$ cat config.mk
export PLATFORM = sky130hd
export DESIGN_NAME = core_frontend
export DESIGN_NICKNAME = d
export VERILOG_FILES = /design/src/hdl/core_pkg.sv /design/src/hdl/core_frontend.sv /design/src/hdl/core_decode.sv /design/src/hdl/core_prefetch.sv /design/src/hdl/core_fetch.sv
export VERILOG_INCLUDE_DIRS = /design/src /design/src/hdl
export SDC_FILE = /design/constraint.sdc
export NUM_CORES = 1
export LEC_CHECK = 0
export CORE_ASPECT_RATIO = 0.6
export CORE_UTILIZATION = 35
export CTS_CLUSTER_DIAMETER = 50
export DETAILED_ROUTE_END_ITERATION = 12
export DONT_BUFFER_PORTS = 1
export MAX_ROUTING_LAYER = met4
export PLACE_DENSITY_LB_ADDON = 0.2
export SYNTH_ARGS = -nofsm -noshare
export SYNTH_HDL_FRONTEND = slang
export SYNTH_SLANG_ARGS = --single-unit
$ cat constraint.sdc
create_clock -name clk -period 10.84 [get_ports clk]
set_input_delay 2.168 -clock clk [delete_from_list [all_inputs] [get_ports clk]]
set_output_delay 2.168 -clock clk [all_outputs]
set_load 0.01 [all_outputs]
$ cat src/hdl/core_macros.svh
`ifndef CORE_MACROS_SVH
`define CORE_MACROS_SVH

// first instruction address after reset.
`define CORE_RESET_VECTOR 32'h0000_0000

// default number of prefetch buffer entries.
`define CORE_PREFETCH_DEPTH 4

// instruction and data word width.
`define CORE_WORD_W 32

`endif
$ cat src/hdl/core_pkg.sv
`include "core_macros.svh"

package core_pkg;

	typedef logic [`CORE_WORD_W-1:0] ptr; // byte address.

	typedef logic [`CORE_WORD_W-1:0] word;

	typedef logic [3:0] cond_code;

	typedef enum logic [2:0]
	{
		data_proc,
		multiply,
		load_store,
		block_xfer,
		branch,
		coproc,
		swi,
		undefined
	} insn_class;

	// one fetched word and the address it came from.
	typedef struct packed
	{
		ptr  pc;
		word insn;
	} fetch_entry;

	typedef struct packed
	{
		ptr        pc;
		word       insn;
		cond_code  cond;
		insn_class cls;
		logic[3:0] rd;
		logic[3:0] rn;
		ptr        branch_target; // only meaningful for branch.
	} insn_decode;

endpackage

$ cat src/hdl/core_frontend.sv
`include "core_macros.svh"

module core_frontend
(
	input  logic                 clk,
	                             rst_n,
	                             halt,
	                             redirect,
	input  core_pkg::ptr         redirect_pc,

	output core_pkg::ptr         bus_addr,
	output logic                 bus_start,
	                             bus_write,
	input  logic                 bus_ready,
	input  core_pkg::word        bus_data_rd,
	output core_pkg::word        bus_data_wr,
	output logic[3:0]            bus_data_be,

	output logic                 halted,

	output core_pkg::insn_decode dec_out,
	output logic                 dec_req,
	input  logic                 dec_ack
);

	import core_pkg::*;

	fetch_entry push_entry, head_entry;
	logic push, pop, empty, space;

	// instruction side only, no data stores.
	assign bus_write = 1'b0;
	assign bus_data_wr = '0;
	assign bus_data_be = 4'b0000;

	core_fetch fetch
	(
		.entry(push_entry),
		.*
	);

	core_prefetch #(.depth(`CORE_PREFETCH_DEPTH)) prefetch
	(
		.flush(redirect),
		.wr_entry(push_entry),
		.rd_entry(head_entry),
		.*
	);

	core_decode decode
	(
		.entry(head_entry),
		.*
	);

endmodule

$ cat src/hdl/core_decode.sv
module core_decode
(
	input  logic                 clk,
	                             rst_n,
	                             empty,
	input  core_pkg::fetch_entry entry,
	output logic                 pop,

	output core_pkg::insn_decode dec_out,
	output logic                 dec_req,
	input  logic                 dec_ack
);

	import core_pkg::*;

	typedef enum logic[1:0]
	{
		s_idle,
		s_req,
		s_wait
	} hs_state;

	hs_state state;

	function automatic insn_class classify(input word insn);
		insn_class cls;

		case (insn[27:25])
			3'b000:  cls = insn[7:4] == 4'b1001 ? multiply : data_proc;
			3'b001:  cls = data_proc;
			3'b010:  cls = load_store;
			3'b011:  cls = insn[4] ? undefined : load_store; // media space.
			3'b100:  cls = block_xfer;
			3'b101:  cls = branch;
			3'b110:  cls = coproc;
			default: cls = insn[24] ? swi : coproc;
		endcase

		return cls;
	endfunction

	function automatic insn_decode decode_insn(input fetch_entry e);
		insn_decode d;

		d.pc = e.pc;
		d.insn = e.insn;
		d.cond = e.insn[31:28];
		d.cls = classify(e.insn);
		d.rd = e.insn[15:12];
		d.rn = e.insn[19:16];
		// pc reads two words ahead.
		d.branch_target = e.pc + ptr'(8) + {{6{e.insn[23]}}, e.insn[23:0], 2'b00};

		return d;
	endfunction

	assign pop = state == s_idle && !empty;
	assign dec_req = state == s_req;

	always_ff @(posedge clk) begin
		if (!rst_n)
			state <= s_idle;
		else
			unique case (state)
				s_idle:
					if (!empty)
						state <= s_req;

				s_req:
					if (dec_ack)
						state <= s_wait;

				s_wait:
					if (!dec_ack)
						state <= s_idle; // ack gone, next pop allowed.

				default:
					state <= s_idle;
			endcase
	end

	always_ff @(posedge clk) begin
		if (pop)
			dec_out <= decode_insn(entry);
	end

	dec_out_stable: assert property (
		@(posedge clk) disable iff (!rst_n)
		dec_req && !dec_ack |=> $stable(dec_out)
	) else $error("dec_out changed during request");

endmodule

$ cat src/hdl/core_prefetch.sv
`include "core_macros.svh"

module core_prefetch
#(
	parameter int depth = `CORE_PREFETCH_DEPTH
)
(
	input  logic                 clk,
	                             rst_n,
	                             flush,
	                             push,
	                             pop,
	input  core_pkg::fetch_entry wr_entry,
	output core_pkg::fetch_entry rd_entry,
	output logic                 empty,
	                             space
);

	import core_pkg::*;

	localparam int idx_w = depth > 1 ? $clog2(depth) : 1;
	localparam int cnt_w = $clog2(depth + 1);

	fetch_entry mem[depth];
	logic[idx_w-1:0] wr_idx, rd_idx;
	logic[cnt_w-1:0] count;

	function automatic logic[idx_w-1:0] next_idx(input logic[idx_w-1:0] idx);
		if (int'(idx) == depth - 1)
			return '0;
		else
			return idx + 1'b1;
	endfunction

	if (depth < 2) begin : depth_check
		$error("prefetch depth must be at least two");
	end

	assign empty = count == '0;
	assign space = int'(count) + 2 <= depth; // room for a push plus the read in flight.
	assign rd_entry = mem[rd_idx];

	always_ff @(posedge clk) begin
		if (push && !flush)
			mem[wr_idx] <= wr_entry;
	end

	always_ff @(posedge clk) begin
		if (!rst_n || flush) begin
			wr_idx <= '0;
			rd_idx <= '0;
			count <= '0;
		end else begin
			if (push)
				wr_idx <= next_idx(wr_idx);
			if (pop)
				rd_idx <= next_idx(rd_idx);

			case ({push, pop})
				2'b10:   count <= count + 1'b1;
				2'b01:   count <= count - 1'b1;
				default: count <= count;
			endcase
		end
	end

	no_push_full: assert property (
		@(posedge clk) disable iff (!rst_n)
		push |-> count != cnt_w'(depth)
	) else $error("push into a full prefetch buffer");

	no_pop_empty: assert property (
		@(posedge clk) disable iff (!rst_n)
		pop |-> !empty
	) else $error("pop from an empty prefetch buffer");

endmodule

$ cat src/hdl/core_fetch.sv
`include "core_macros.svh"

module core_fetch
(
	input  logic                 clk,
	                             rst_n,
	                             halt,
	                             redirect,
	input  core_pkg::ptr         redirect_pc,

	input  logic                 bus_ready,
	input  core_pkg::word        bus_data_rd,
	output core_pkg::ptr         bus_addr,
	output logic                 bus_start,

	input  logic                 space,
	output logic                 push,
	output core_pkg::fetch_entry entry,

	output logic                 halted
);

	import core_pkg::*;

	ptr pc;
	logic outstanding, drop, issue, accept;

	assign bus_addr = pc;

	// a start pulse counts as a transfer in flight.
	assign halted = halt && !outstanding && !bus_start;

	// one read at a time, the next one may go out right after ready.
	assign issue = (!outstanding || bus_ready) && !bus_start && space && !halt;

	// data of a read that a redirect overtook is thrown away.
	assign accept = bus_ready && !drop && !redirect;

	always_ff @(posedge clk) begin
		if (!rst_n) begin
			pc <= `CORE_RESET_VECTOR;
			bus_start <= 1'b0;
			outstanding <= 1'b0;
			push <= 1'b0;
		end else begin
			bus_start <= issue;
			push <= accept;

			if (bus_start)
				outstanding <= 1'b1;
			else if (bus_ready)
				outstanding <= 1'b0;

			if (redirect)
				pc <= {redirect_pc[`CORE_WORD_W-1:2], 2'b00}; // force word alignment.
			else if (accept)
				pc <= pc + ptr'(4);
		end
	end

	always_ff @(posedge clk) begin
		if (!rst_n)
			drop <= 1'b0;
		else if (redirect && (bus_start || (outstanding && !bus_ready)))
			drop <= 1'b1;
		else if (bus_ready)
			drop <= 1'b0;
	end

	always_ff @(posedge clk) begin
		if (accept)
			entry <= fetch_entry'{pc: pc, insn: bus_data_rd};
	end

	no_start_outstanding: assert property (
		@(posedge clk) disable iff (!rst_n)
		bus_start |-> !outstanding
	) else $error("bus_start while a read is outstanding");

endmodule

==> qor.yml, run 1 <==
synthesis:
  ys_seq_elements: 450
  synth_xor_area_frac: 0.0265
  synth_top_area_share: 0.656
  post_synth_instance_area_mm2: 0.0185
  syn-mean-instance-area_um2: 17.0
  synthSimpleGateAreaFrac: 0.0580
  synthMuxAreaShare: 0.0775
  synth_edf_count: 405
  ys.warnings.count: 0
  synth_largest_area_cell: "edfxtp_1"
  synth_top_family_by_area: "multiplexers"
  synth-async-reset-ratio: 0
  synthAdderAreaFrac: 0.0460
  yosysUniqueCellTypes: 76
  ys_dominant_reg_cell: "edfxtp_1"
  synth_cells: 1092
  sequential_area_share_after_synthesis: 0.704
  synth_compound_gate_area_share: 0.0508
  synth.top_cells.by_area: "edfxtp_1, mux4_2, dfxtp_1"
clock_network:
  cts_sinks: 450
  htree_num_levels: 2
  cts-root-buf: "clkbuf_16"
  clk_transition_reported_paths_ns: 0.06
  cts-hold-fix-buffers: 0
  tritoncts.num_buffers: 47
  post_cts.resized_instances: 0
  cts.path.max_buffers: 3
  clk-insertion-delay-late_ns: 0.56
  tritoncts: "built"
  postCtsSetupBuffers: 0
pwr:
  p_clk_frac: 0.417
  power_switching_share: 0.224
  ir_drop_v: 0.000118
  share_comb_of_total_power: 0.047
  seq_power_share: 0.536
  intPower_uw: 2870
  p_leak_uw: 0.00682
  p_total_uw: 3710
  power.density_cell_area_mw_per_mm2: 180
  p_switching_uw: 832
global_route:
  grt_start_max_net_pins: 59
  grt_antenna_before_repair: 9
  gr-usage-all-layers: 0.163
  grt_remaining_overflow: 0
  grt_first_pass_wirelength_um: 63000
  first_global_vias: 9198
worst_setup_path:
  critPathMaxFanout: 37
  crit-reg2reg-capture: "decode.dec_out[19]"
  worst-endpoint-required_ns: 11.14
  critPathBufInv: 1
  worst_r2r_path_depth: 10
  endpoint_kind: "flop"
  critPathLaunchType: "flop"
  slowest_stage: "dfxtp_4"
  critical_path.cell_chain: "buf_4 > mux4_2 > ha_1 > ha_1 > a21oi_1 > o211ai_1 > nand2_1 > nor4_1 > nor4_1 > xnor2_1"
  path_delay_family: "simple AND/OR/NAND/NOR gates"
  timing.critical_path.slowest_cell_delay_ns: 0.88
  timing.setup.critical_path_class: "flop to flop"
  cp.arrival_ns: 5.27
  reg2reg_slack_ns: 5.88
hold_path:
  holdCritStartpoint: "fetch.entry[58]"
  hold_path_class: "flop to flop"
  worstHoldPathCells: 0
  min_delay_worst_endpoint: "prefetch.mem[1][58]"
layout:
  mostFrequentLayoutCell: "edfxtp_1"
  fin_cells: 1836
  mostFrequentLayoutCells: "edfxtp_1, ha_1, mux4_2, nand2_1, clkbuf_16"
  syn_to_final_growth_pct: 11.0
  num-nets-final: 1239
  final_layout_size_suffix_gt1_frac: 0.147
placement:
  pre_cts_ws_ns: 5.85
  gpl.final_weighted_congestion: 0.821
  hpwl_um: 28500
  buffer_ports.inserted: 0
  dpl.cell_count: 1746
timing:
  setup_repair_after_global_routing_missed_its_margin: "no"
  clock-skew-final_ns: 0.0153
  fin_crit_ns: 4.96
  final_critical_path_setup_slack_ns: 5.88
  clock.fmax_mhz: 201
  layout_worst_path_cycle_share: 0.458
  slew_viol_final: 0
  setup_tns_ns: 0
  final-setup-viol-count: 0
  timing_worst_slew_pin_value_ns: 1.02
  relSlewSlack: 0.320
  report.final.hold_viol_count: 0
die:
  floorplan.die_area_mm2: 0.0539
  io_pins: 253
  die_w_um: 299
  start_util: 0.359
  row_count: 64
  die_h_um: 180
  core_region_area_mm2: 0.0516
drt:
  detail_route.wirelength_um: 42800
  routed_wire_length_per_instance_um: 23.3
  ant_nets: 0
  via_count: 9181
  highest_layer: "met4"
  dr.first_iter.drc_count: 687
  drt_pre_antenna_iters: 7
  dr_wl_met2_um: 19300
  drt-vias-per-instance: 5.00
  detail_route.wirelength.met1_um: 20200
  remaining_routing_drc_violations: 0
  wl_met3_um: 2610
status:
  outcome: "completed"
job:
  drv_cap: 0
power groups by stage:
stage	clock network (µW)	registers [µW]	logic (µW)
2_1_floorplan	0	2010	144
3_3_place_gp	0	2020	173
3_5_place_dp	0	2030	174
4_1_cts	1600	1990	174
5_1_grt	1660	1990	193
6_report	1550	1990	173
state kept, by name (all words and copies together), names as in the netlist, named ones only:
| signal | flops |
|---|---|
| fetch.outstanding | 1 |
| prefetch.wr_idx | 2 |
| prefetch.rd_idx | 2 |
| decode.state | 2 |
| fetch.entry | 62 |
| fetch.push | 1 |
| fetch.bus_addr | 30 |
| fetch.bus_start | 1 |
| decode.dec_out | 95 |
| prefetch.mem | 248 |
| fetch.drop | 1 |
| prefetch.count | 3 |
cells by family after synthesis:
logic type	Yosys count
multiplexers	66
XOR/XNOR	56
other	1
flip-flops	450
buffers and inverters	118
adder cells (fa/ha/maj)	67
AO/OA/AOI/OAI	144
AND/OR/NAND/NOR	190
worst max-delay path by stage:
stage | from | to | slack (ns) | cells past startpoint
after floorplan | prefetch.count[1] | prefetch.count[2] | 1.65 | 8
after global placement | flop | decode.dec_out[30] | 5.84 | 10
after detailed placement | flop | decode.dec_out[30] | 5.85 | 10
after CTS | flop | decode.dec_out[30] | 5.86 | 10
after global routing | flop | decode.dec_out[30] | 5.54 | 10
final | flop | decode.dec_out[19] | 5.88 | 10
stage by stage:
stage	util	cell area, µm²	hold WS (ns)
2_1_floorplan	-	18700	0.459
3_5_place_dp	0.370	19100	0.485
3_3_place_gp	0.370	19100	0.475
6_report	0.398	20600	0.499
4_1_cts	0.398	20600	0.496
5_1_grt	0.398	20600	0.510
worst register-to-register path: cells and delay by family (launching register included):
kind / cells / cell delay (ns)
compound gates: 2 / 0.83
xor+xnor: 1 / 0.14
fa+ha+maj: 2 / 0.67
buf+inv: 1 / 0.62
flops: 1 / 0.88
mux: 1 / 0.66
simple gates: 3 / 0.90
routing by layer:
| metal | up-vias | track usage |
|---|---|---|
| li1 | 4197 | - |
| met1 | 4685 | 0.229 |
| met2 | 241 | 0.241 |
| met3 | 58 | 0.0427 |
| met4 | 0 | 0.0286 |
| met5 | - | - |
cell usage after synthesis (all sizes together) (20+ instances only):
cell type	count
nand3	21
buf	72
mux4	62
dfxtp	45
ha	65
xor2	27
nor2	27
clkbuf	20
a21oi	45
o21ai	40
xnor2	29
edfxtp	405
nand2	50
inv	26
area by class of cell:
cell class                 count  area, µm²
tap                          693        867
clock inverter                21        188
fill                        4702      31100
inverter                      26       97.6
multi-input combinational    566       4990
timing repair buffer          11       82.6
sequential                   450      13100
antenna                        4       10.0
clock buffer                  65       1270
No activity file was read; power rests on OpenSTA's default activity.
==> run 2: changes to the inputs <==
--- a/config.mk
+++ b/config.mk
@@ -6,6 +6,7 @@
 export SDC_FILE = /design/constraint.sdc
 export NUM_CORES = 1
 export LEC_CHECK = 0
+export ABC_AREA = 1
 export CORE_ASPECT_RATIO = 0.6
 export CORE_UTILIZATION = 35
 export CTS_CLUSTER_DIAMETER = 50
==> constraint.sdc (replaced) <==
create_clock -name clk -period 4.7 [get_ports clk]
set_input_delay 0.94 -clock clk [delete_from_list [all_inputs] [get_ports clk]]
set_output_delay 0.94 -clock clk [all_outputs]
set_load 0.01 [all_outputs]
==> run 2 against run 1 <==
Against the previous run:
- final cell count rose by 35%
- clock power grew 130%
- critical endpoint is now decode.dec_out[20]
- register-to-register slack worse by 5.0 ns
- combinational power rose to 7.1 times the previous value
- core utilization down 0.20 points
- count of clock-buffer cells in the layout is 13 lower
- global-route usage up 2.1 points
- sequential share of layout area is 3.1 points lower
==> qor.yml, run 2 <==
clock_network:
  cts_sinks: 450  # unchanged
  postCtsSetupBuffers: 0  # unchanged
  htree_num_levels: 2  # unchanged
  clk-insertion-delay-late_ns: 0.57  # was 0.56 ns
  tritoncts.num_buffers: 45  # was 47
  cts-root-buf: "clkbuf_16"  # unchanged
  clk_transition_reported_paths_ns: 0.07  # was 0.06 ns
  cts.path.max_buffers: 3  # unchanged
  cts-hold-fix-buffers: 0  # unchanged
  post_cts.resized_instances: 0  # unchanged
  tritoncts: "built"  # unchanged
layout:
  syn_to_final_growth_pct: 11.1  # was 11.0%
  final_layout_size_suffix_gt1_frac: 0.0729  # was 0.147
  mostFrequentLayoutCells: "edfxtp_1, nand2_1, nor2_1, o21ai_0, inv_1"  # was edfxtp_1, ha_1, mux4_2, nand2_1, clkbuf_16
  layout_top_registers: "prefetch.mem x248, decode.dec_out x95, fetch.entry x62"  # unchanged
  top_register: "prefetch.mem"  # unchanged
  num-nets-final: 1831  # was 1,239
  mostFrequentLayoutCell: "edfxtp_1"  # unchanged
  filler_cell_count: 5151  # was 4,702
  final_util: 0.397  # was 0.398
  largest_reg_flops: 248  # unchanged
synthesis:
  synth_largest_area_cell: "edfxtp_1"  # unchanged
  ys_top_cells_by_count: "edfxtp_1, nand2_1, nor2_1"  # was edfxtp_1, ha_1, mux4_2
  synth_edf_count: 405  # unchanged
  yosysUniqueCellTypes: 48  # was 76
  sequential_area_share_after_synthesis: 0.670  # was 0.704
  synth-async-reset-ratio: 0  # unchanged
  ys_dominant_reg_cell: "edfxtp_1"  # unchanged
  ys_seq_elements: 450  # unchanged
  synth_cells: 1691  # was 1,092
  synthMostInstantiatedCell: "edfxtp_1"  # unchanged
  ys.warnings.count: 0  # unchanged
  synth.top_cells.by_area: "edfxtp_1, nand2_1, dfxtp_1"  # was edfxtp_1, mux4_2, dfxtp_1
  post_synth_instance_area_mm2: 0.0195  # was 0.0185 mm²
  synth_top_area_share: 0.624  # was 0.656
  syn-mean-instance-area_um2: 11.5  # was 17.0 µm²
timing:
  setup_repair_after_global_routing_missed_its_margin: "no"  # unchanged
  hold-worst-slack_ns: 0.451  # was 0.499 ns
  fin_crit_ns: 3.83  # was 4.96 ns
  layout_worst_path_cycle_share: 0.816  # was 0.458
  setup_tns_ns: 0  # unchanged
  clock.fmax_mhz: 261  # was 201 MHz
  relSlewSlack: 0.420  # was 0.320
  slew_viol_final: 0  # unchanged
  clock-skew-final_ns: 0.0205  # was 0.0153 ns
  report.final.hold_viol_count: 0  # unchanged
  final-setup-viol-count: 0  # unchanged
  timing_worst_slew_pin_value_ns: 0.870  # was 1.02 ns
pwr:
  p_switching_uw: 2620  # was 832 µW
  power.density_cell_area_mw_per_mm2: 440  # was 180 mW/mm²
  share_comb_of_total_power: 0.129  # was 0.047
  p_clk_frac: 0.368  # was 0.417
  p_leak_uw: 0.00797  # was 0.00682 µW
  power_switching_share: 0.276  # was 0.224
  seq_power_share: 0.503  # was 0.536
  ir_drop_v: 0.000242  # was 0.000118 V
  intPower_uw: 6900  # was 2870 µW
global_route:
  grt_remaining_overflow: 0  # unchanged
  grt_antenna_before_repair: 3  # was 9
  groute.layer.met2.usage: 0.265  # was 0.241
  grt_first_pass_wirelength_um: 74800  # was 63,000 µm
  gr-usage-all-layers: 0.184  # was 0.163
  grt_start_max_net_pins: 123  # was 59
  met1_usage: 0.268  # was 0.229
  grt_busiest_layer: "met1"  # was met2
  first_global_vias: 11200  # was 9,198
  gr-usage-met3: 0.0391  # was 0.0427
worst_setup_path:
  timing.setup.critical_path_class: "flop to flop"  # unchanged
  critPathLaunchType: "flop"  # unchanged
  timing.critical_path.slowest_cell_delay_ns: 0.59  # was 0.88 ns
  cp.arrival_ns: 4.17  # was 5.27 ns
  most_numerous_cell_on_the_critical_path: "nand2_1"
  critPathMaxFanout: 62  # was 37
  endpoint_kind: "flop"  # unchanged
  slowest_stage: "buf_4"  # was dfxtp_4
  critical_path.cell_chain: "buf_4 > o21ai_0 > o22ai_1 > ha_1 > ha_1 > nand2_1 > nor2_1 > nand3_1 > nand3_1 > nand2_1 > nand2_1 > xor2_1"  # was buf_4 > mux4_2 > ha_1 > ha_1 > a21oi_1 > o211ai_1 > nand2_1 > nor4_1 > nor4_1 > xnor2_1
  worst-endpoint-required_ns: 5.04  # was 11.14 ns
placement:
  hpwl_um: 34600  # was 28,500 µm
  buffer_ports.inserted: 0  # unchanged
  gpl.final_weighted_congestion: 0.876  # was 0.821
hold_path:
  hold_path_class: "primary input to flop"  # was flop to flop
drt:
  via_count: 12100  # was 9,181
  remaining_routing_drc_violations: 0  # unchanged
  routed_wire_length_per_instance_um: 20.7  # was 23.3 µm
  drt_pre_antenna_iters: 5  # was 7
  drt-vias-per-instance: 4.86  # was 5.00
  detail_route.wirelength_um: 51300  # was 42,800 µm
  ant_nets: 0  # unchanged
  dr.first_iter.drc_count: 1074  # was 687
status:
  outcome: "completed"  # unchanged
die:
  die_h_um: 185  # was 180 µm
  floorplan.die_area_mm2: 0.0567  # was 0.0539 mm²
  row_count: 66  # was 64
  io_pins: 253  # unchanged
  die_w_um: 307  # was 299 µm
  core_region_area_mm2: 0.0546  # was 0.0516 mm²
  start_util: 0.357  # was 0.359
job:
  drv_cap: 0  # unchanged
-- run 2: worst paths after layout --
path                        endpoint  cells past startpoint  slack, ns       startpoint
setup / recovery  decode.dec_out[20]                     12       0.87             flop
hold / removal       fetch.bus_start                      1       0.45             halt
hold reg to reg      decode.state[1]                      1       0.47  decode.state[0]
setup reg to reg  decode.dec_out[20]                     12       0.87             flop
-- run 2: cell families (layout without fill, tap and decap cells) --
logic type	after synthesis	count (layout)	share of synthesized area
adders and majority gates	67	67	0.0438
AOI/OAI and AO/OA	280	280	0.0790
buffers and inverters	230	226	0.0587
xor gates and xnor gates	33	33	0.0148
DFF	450	450	0.670
and+or+nand+nor	630	630	0.133
other	1	44	0.000192
-- run 2: routing by layer --
metal / part of all wire / up-vias / wire length (µm)
li1: - / 5802 / -
met1: 0.49 / 5843 / 25200
met2: 0.43 / 353 / 22000
met3: 0.065 / 57 / 3330
met4: 0.015 / 0 / 779
met5: 0 / - / 0
-- run 2: per-stage QoR --
stage | cell area [µm²] | cells | setup slack [ns] | total power, µW
2_1_floorplan | 19600 | 1733 | 0.209 | 5670
3_3_place_gp | 20200 | 2395 | 0.914 | 6100
3_5_place_dp | 20200 | 2395 | 0.861 | 6110
4_1_cts | 21600 | 2477 | 0.854 | 9630
5_1_grt | 21600 | 2478 | 0.604 | 9950
6_report | 21600 | 2478 | 0.866 | 9530
-- run 2: area by class of cell --
cell class | count | area [µm²] | area share
flip-flops and latches | 450 | 13100 | 0.604
well taps | 748 | 936 | 0.0432
repair buffers | 19 | 243 | 0.0112
inverters | 125 | 477 | 0.0220
clock buffers | 52 | 1150 | 0.0532
multi-input cells | 1053 | 5480 | 0.253
diodes | 1 | 2.50 | 0.000116
clock inverters | 30 | 288 | 0.0133
-- run 2: power groups by stage --
stage / registers (µW) / clock network, µW / logic (µW)
after global routing: 4810 / 3780 / 1370
final: 4790 / 3510 / 1230
after CTS: 4800 / 3600 / 1230
after detailed placement: 4880 / 0 / 1230
after floorplan: 4810 / 0 / 857
after global placement: 4880 / 0 / 1230
-- run 2: critical path: cells and delay by family, from the launching register on --
kind / cells / cell delay [ns]
XOR/XNOR: 1 / 0.32
AO/OA/AOI/OAI: 2 / 0.70
AND/OR/NAND/NOR: 6 / 0.84
flip-flops: 1 / 0.35
adder cells (fa/ha/maj): 2 / 0.71
buffers and inverters: 1 / 0.59
==> run 3: changes to the inputs <==
--- a/config.mk
+++ b/config.mk
@@ -6,7 +6,7 @@
 export SDC_FILE = /design/constraint.sdc
 export NUM_CORES = 1
 export LEC_CHECK = 0
-export ABC_AREA = 1
+export ABC_AREA = 0
 export CORE_ASPECT_RATIO = 0.6
 export CORE_UTILIZATION = 35
 export CTS_CLUSTER_DIAMETER = 50
==> constraint.sdc (replaced) <==
create_clock -name clk -period 3.6 [get_ports clk]
set_input_delay 0.72 -clock clk [delete_from_list [all_inputs] [get_ports clk]]
set_output_delay 0.72 -clock clk [all_outputs]
set_load 0.01 [all_outputs]
==> run 3 against run 2 <==
Against the previous run:
- combinational power decreased by 38%
- sequential share of layout area decreased by 2.6 points
- wire length decreased by 15%
- clock power increased by 36%
- setup slack got worse by 0.81 ns
- non-clock buffer count increased by 159
- register-to-register slack got worse by 0.81 ns
- largest cell class unchanged
- highest routed layer unchanged
==> qor.yml, run 3 (synthesis results as in run 1) <==
global_route:
  gr-usage-all-layers: 0.164  # was 0.184
  first_global_vias: 9997  # was 11,200
  grt_first_pass_wirelength_um: 64700  # was 74,800 µm
  grt_remaining_overflow: 0  # unchanged
  grt_start_max_net_pins: 99  # was 123
  grt_antenna_before_repair: 5  # was 3
clock_network:
  cts_sinks: 450  # unchanged
  tritoncts.num_buffers: 46  # was 45
  cts.path.max_buffers: 3  # unchanged
  clk_transition_reported_paths_ns: 0.07  # about the same
  tritoncts: "built"  # unchanged
  cts-root-buf: "clkbuf_16"  # unchanged
  cts-hold-fix-buffers: 0  # unchanged
  clk-insertion-delay-late_ns: 0.56  # was 0.57 ns
  htree_num_levels: 2  # unchanged
drt:
  dr.first_iter.drc_count: 579  # was 1,074
  drt-vias-per-instance: 4.87  # was 4.86
  detail_route.wirelength_um: 43800  # was 51,300 µm
  ant_nets: 0  # unchanged
  remaining_routing_drc_violations: 0  # unchanged
  routed_wire_length_per_instance_um: 21.9  # was 20.7 µm
  drt_pre_antenna_iters: 5  # unchanged
  via_count: 9731  # was 12,100
pwr:
  share_comb_of_total_power: 0.066  # was 0.129
  p_leak_uw: 0.00776  # was 0.00797 µW
  power.density_cell_area_mw_per_mm2: 507  # was 440 mW/mm²
  ir_drop_v: 0.000301  # was 0.000242 V
  seq_power_share: 0.520  # was 0.503
  p_total_uw: 11500  # was 9530 µW
  p_switching_uw: 2570  # was 2620 µW
  power_switching_share: 0.224  # was 0.276
  p_clk_frac: 0.414  # was 0.368
  intPower_uw: 8910  # was 6900 µW
layout:
  mostFrequentLayoutCells: "edfxtp_1, buf_4, mux4_2, clkbuf_16, nand2_1"  # was edfxtp_1, nand2_1, nor2_1, o21ai_0, inv_1
  final-seq-area_mm2: 0.0131  # about the same
  syn_to_final_growth_pct: 22.1  # was 11.1%
  final_util: 0.438  # was 0.397
  fin_cells: 1999  # was 2,478
  final_layout_size_suffix_gt1_frac: 0.313  # was 0.0729
  layout_top_registers: "prefetch.mem x248, decode.dec_out x95, fetch.entry x62"  # unchanged
  filler_cell_count: 4584  # was 5,151
  top_register: "prefetch.mem"  # unchanged
  num-nets-final: 1405  # was 1,831
  largest_reg_flops: 248  # unchanged
  mostFrequentLayoutCell: "edfxtp_1"  # unchanged
  multi_input_comb_area_mm2: 0.00555  # was 0.00548 mm²
worst_setup_path:
  critPathMaxFanout: 10  # was 62
  cp.arrival_ns: 3.88  # was 4.17 ns
  timing.setup.critical_path_class: "flop to flop"  # unchanged
  slowest_stage: "mux4_2"  # was buf_4
  timing.critical_path.slowest_cell_delay_ns: 0.58  # was 0.59 ns
  critical_path.cell_chain: "buf_12 > buf_12 > mux4_2 > ha_4 > ha_4 > buf_4 > nand2_1 > o21a_1 > o221ai_2 > a211o_1 > a31o_1 > a311oi_4"  # was buf_4 > o21ai_0 > o22ai_1 > ha_1 > ha_1 > nand2_1 > nor2_1 > nand3_1 > nand3_1 > nand2_1 > nand2_1 > xor2_1
  endpoint_kind: "flop"  # unchanged
  worst-endpoint-required_ns: 3.93  # was 5.04 ns
  critPathLaunchType: "flop"  # unchanged
die:
  die_h_um: 180  # was 185 µm
  die_w_um: 299  # was 307 µm
  start_util: 0.359  # was 0.357
  io_pins: 253  # unchanged
  row_count: 64  # was 66
  core_region_area_mm2: 0.0516  # was 0.0546 mm²
  floorplan.die_area_mm2: 0.0539  # was 0.0567 mm²
hold_path:
  hold_path_class: "primary input to flop"  # unchanged
placement:
  gpl.final_weighted_congestion: 0.853  # was 0.876
  buffer_ports.inserted: 0  # unchanged
  hpwl_um: 29600  # was 34,600 µm
  dpl.cell_count: 1903  # was 2,395
timing:
  final-setup-viol-count: 0  # unchanged
  slew_viol_final: 0  # unchanged
  report.final.hold_viol_count: 0  # unchanged
  clock-skew-final_ns: 0.0175  # was 0.0205 ns
  clock.fmax_mhz: 282  # was 261 MHz
  setup_tns_ns: 0  # unchanged
  timing_worst_slew_pin_value_ns: 0.698  # was 0.870 ns
  relSlewSlack: 0.535  # was 0.420
  layout_worst_path_cycle_share: 0.984  # was 0.816
  setup_repair_after_global_routing_missed_its_margin: "yes"  # was no
  fin_crit_ns: 3.54  # was 3.83 ns
status:
  outcome: "completed"  # unchanged
job:
  drv_cap: 0  # unchanged
[run 3: cell count changes in the layout (fill, tap and decap cells not counted), moves of 10 or more]
cell,delta
ha_1,-28
ha_4,+24
nor2_1,-172
nand2_1,-282
buf_4,+148
mux4_2,+62
o21ai_0,-109
inv_1,-89
o22ai_1,-51
xnor2_1,+20
a21oi_2,+10
nand3_1,-33
a21oi_1,-19
and2_1,+13
[run 3: critical path, delay by kind of cell, from the launching register on]
kind                       cells  cell delay (ns)
AOI/OAI and AO/OA              5             1.23
and+or+nand+nor                1             0.08
adders and majority gates      2             0.54
muxes                          1             0.58
DFF                            1             0.43
buffers and inverters          3             0.45
[run 3: power by group through the flow]
stage / Clock [µW] / Combinational [µW] / Sequential (µW)
finish: 4760 / 759 / 5970
global route: 5110 / 832 / 5990
CTS: 4890 / 688 / 5980
detailed placement: 0 / 669 / 6090
global placement: 0 / 669 / 6080
floorplan: 0 / 436 / 6040
[run 3: per-layer routing]
metal	global-route usage	vias up	part of all wire
met5	-	-	0
met4	0.0296	0	0.015
met3	0.0379	62	0.051
met2	0.240	218	0.45
met1	0.236	4924	0.49
li1	-	4527	-
[run 3: worst paths after layout]
path | slack (ns) | start | endpoint | depth (start not counted)
max | 0.06 | flop | decode.dec_out[30] | 12
min | 0.26 | bus_data_rd[15] | fetch.entry[15] | 0
max reg2reg | 0.06 | flop | decode.dec_out[30] | 12
min reg2reg | 0.50 | fetch.entry[43] | prefetch.mem[2][43] | 0
[run 3: final cells by class]
cell class / count / area share
diodes: 3 / 0.000331
clock buffers: 66 / 0.0601
clock inverters: 17 / 0.00668
inverters: 26 / 0.00431
multi-input cells: 566 / 0.245
flip-flops and latches: 450 / 0.577
well taps: 693 / 0.0383
repair buffers: 178 / 0.0680
[run 3: through the flow]
| stage | cell area (µm²) | worst slack [ns] | hold WS (ns) |
|---|---|---|---|
| 2_1_floorplan | 18700 | -0.660 | 0.459 |
| 3_3_place_gp | 20400 | -0.110 | 0.474 |
| 3_5_place_dp | 20400 | -0.0965 | 0.490 |
| 4_1_cts | 22100 | -0.0122 | 0.226 |
| 5_1_grt | 22600 | -0.0476 | 0.220 |
| 6_report | 22600 | 0.0587 | 0.256 |
[run 3: what timing repair did]
item / in CTS / in global routing
gates resized for setup: 16 / 76
endpoints found under the setup margin: 10 / 17
gates cloned: 0 / 1
pin swaps: 4 / 14
buffers inserted: 0 / 9
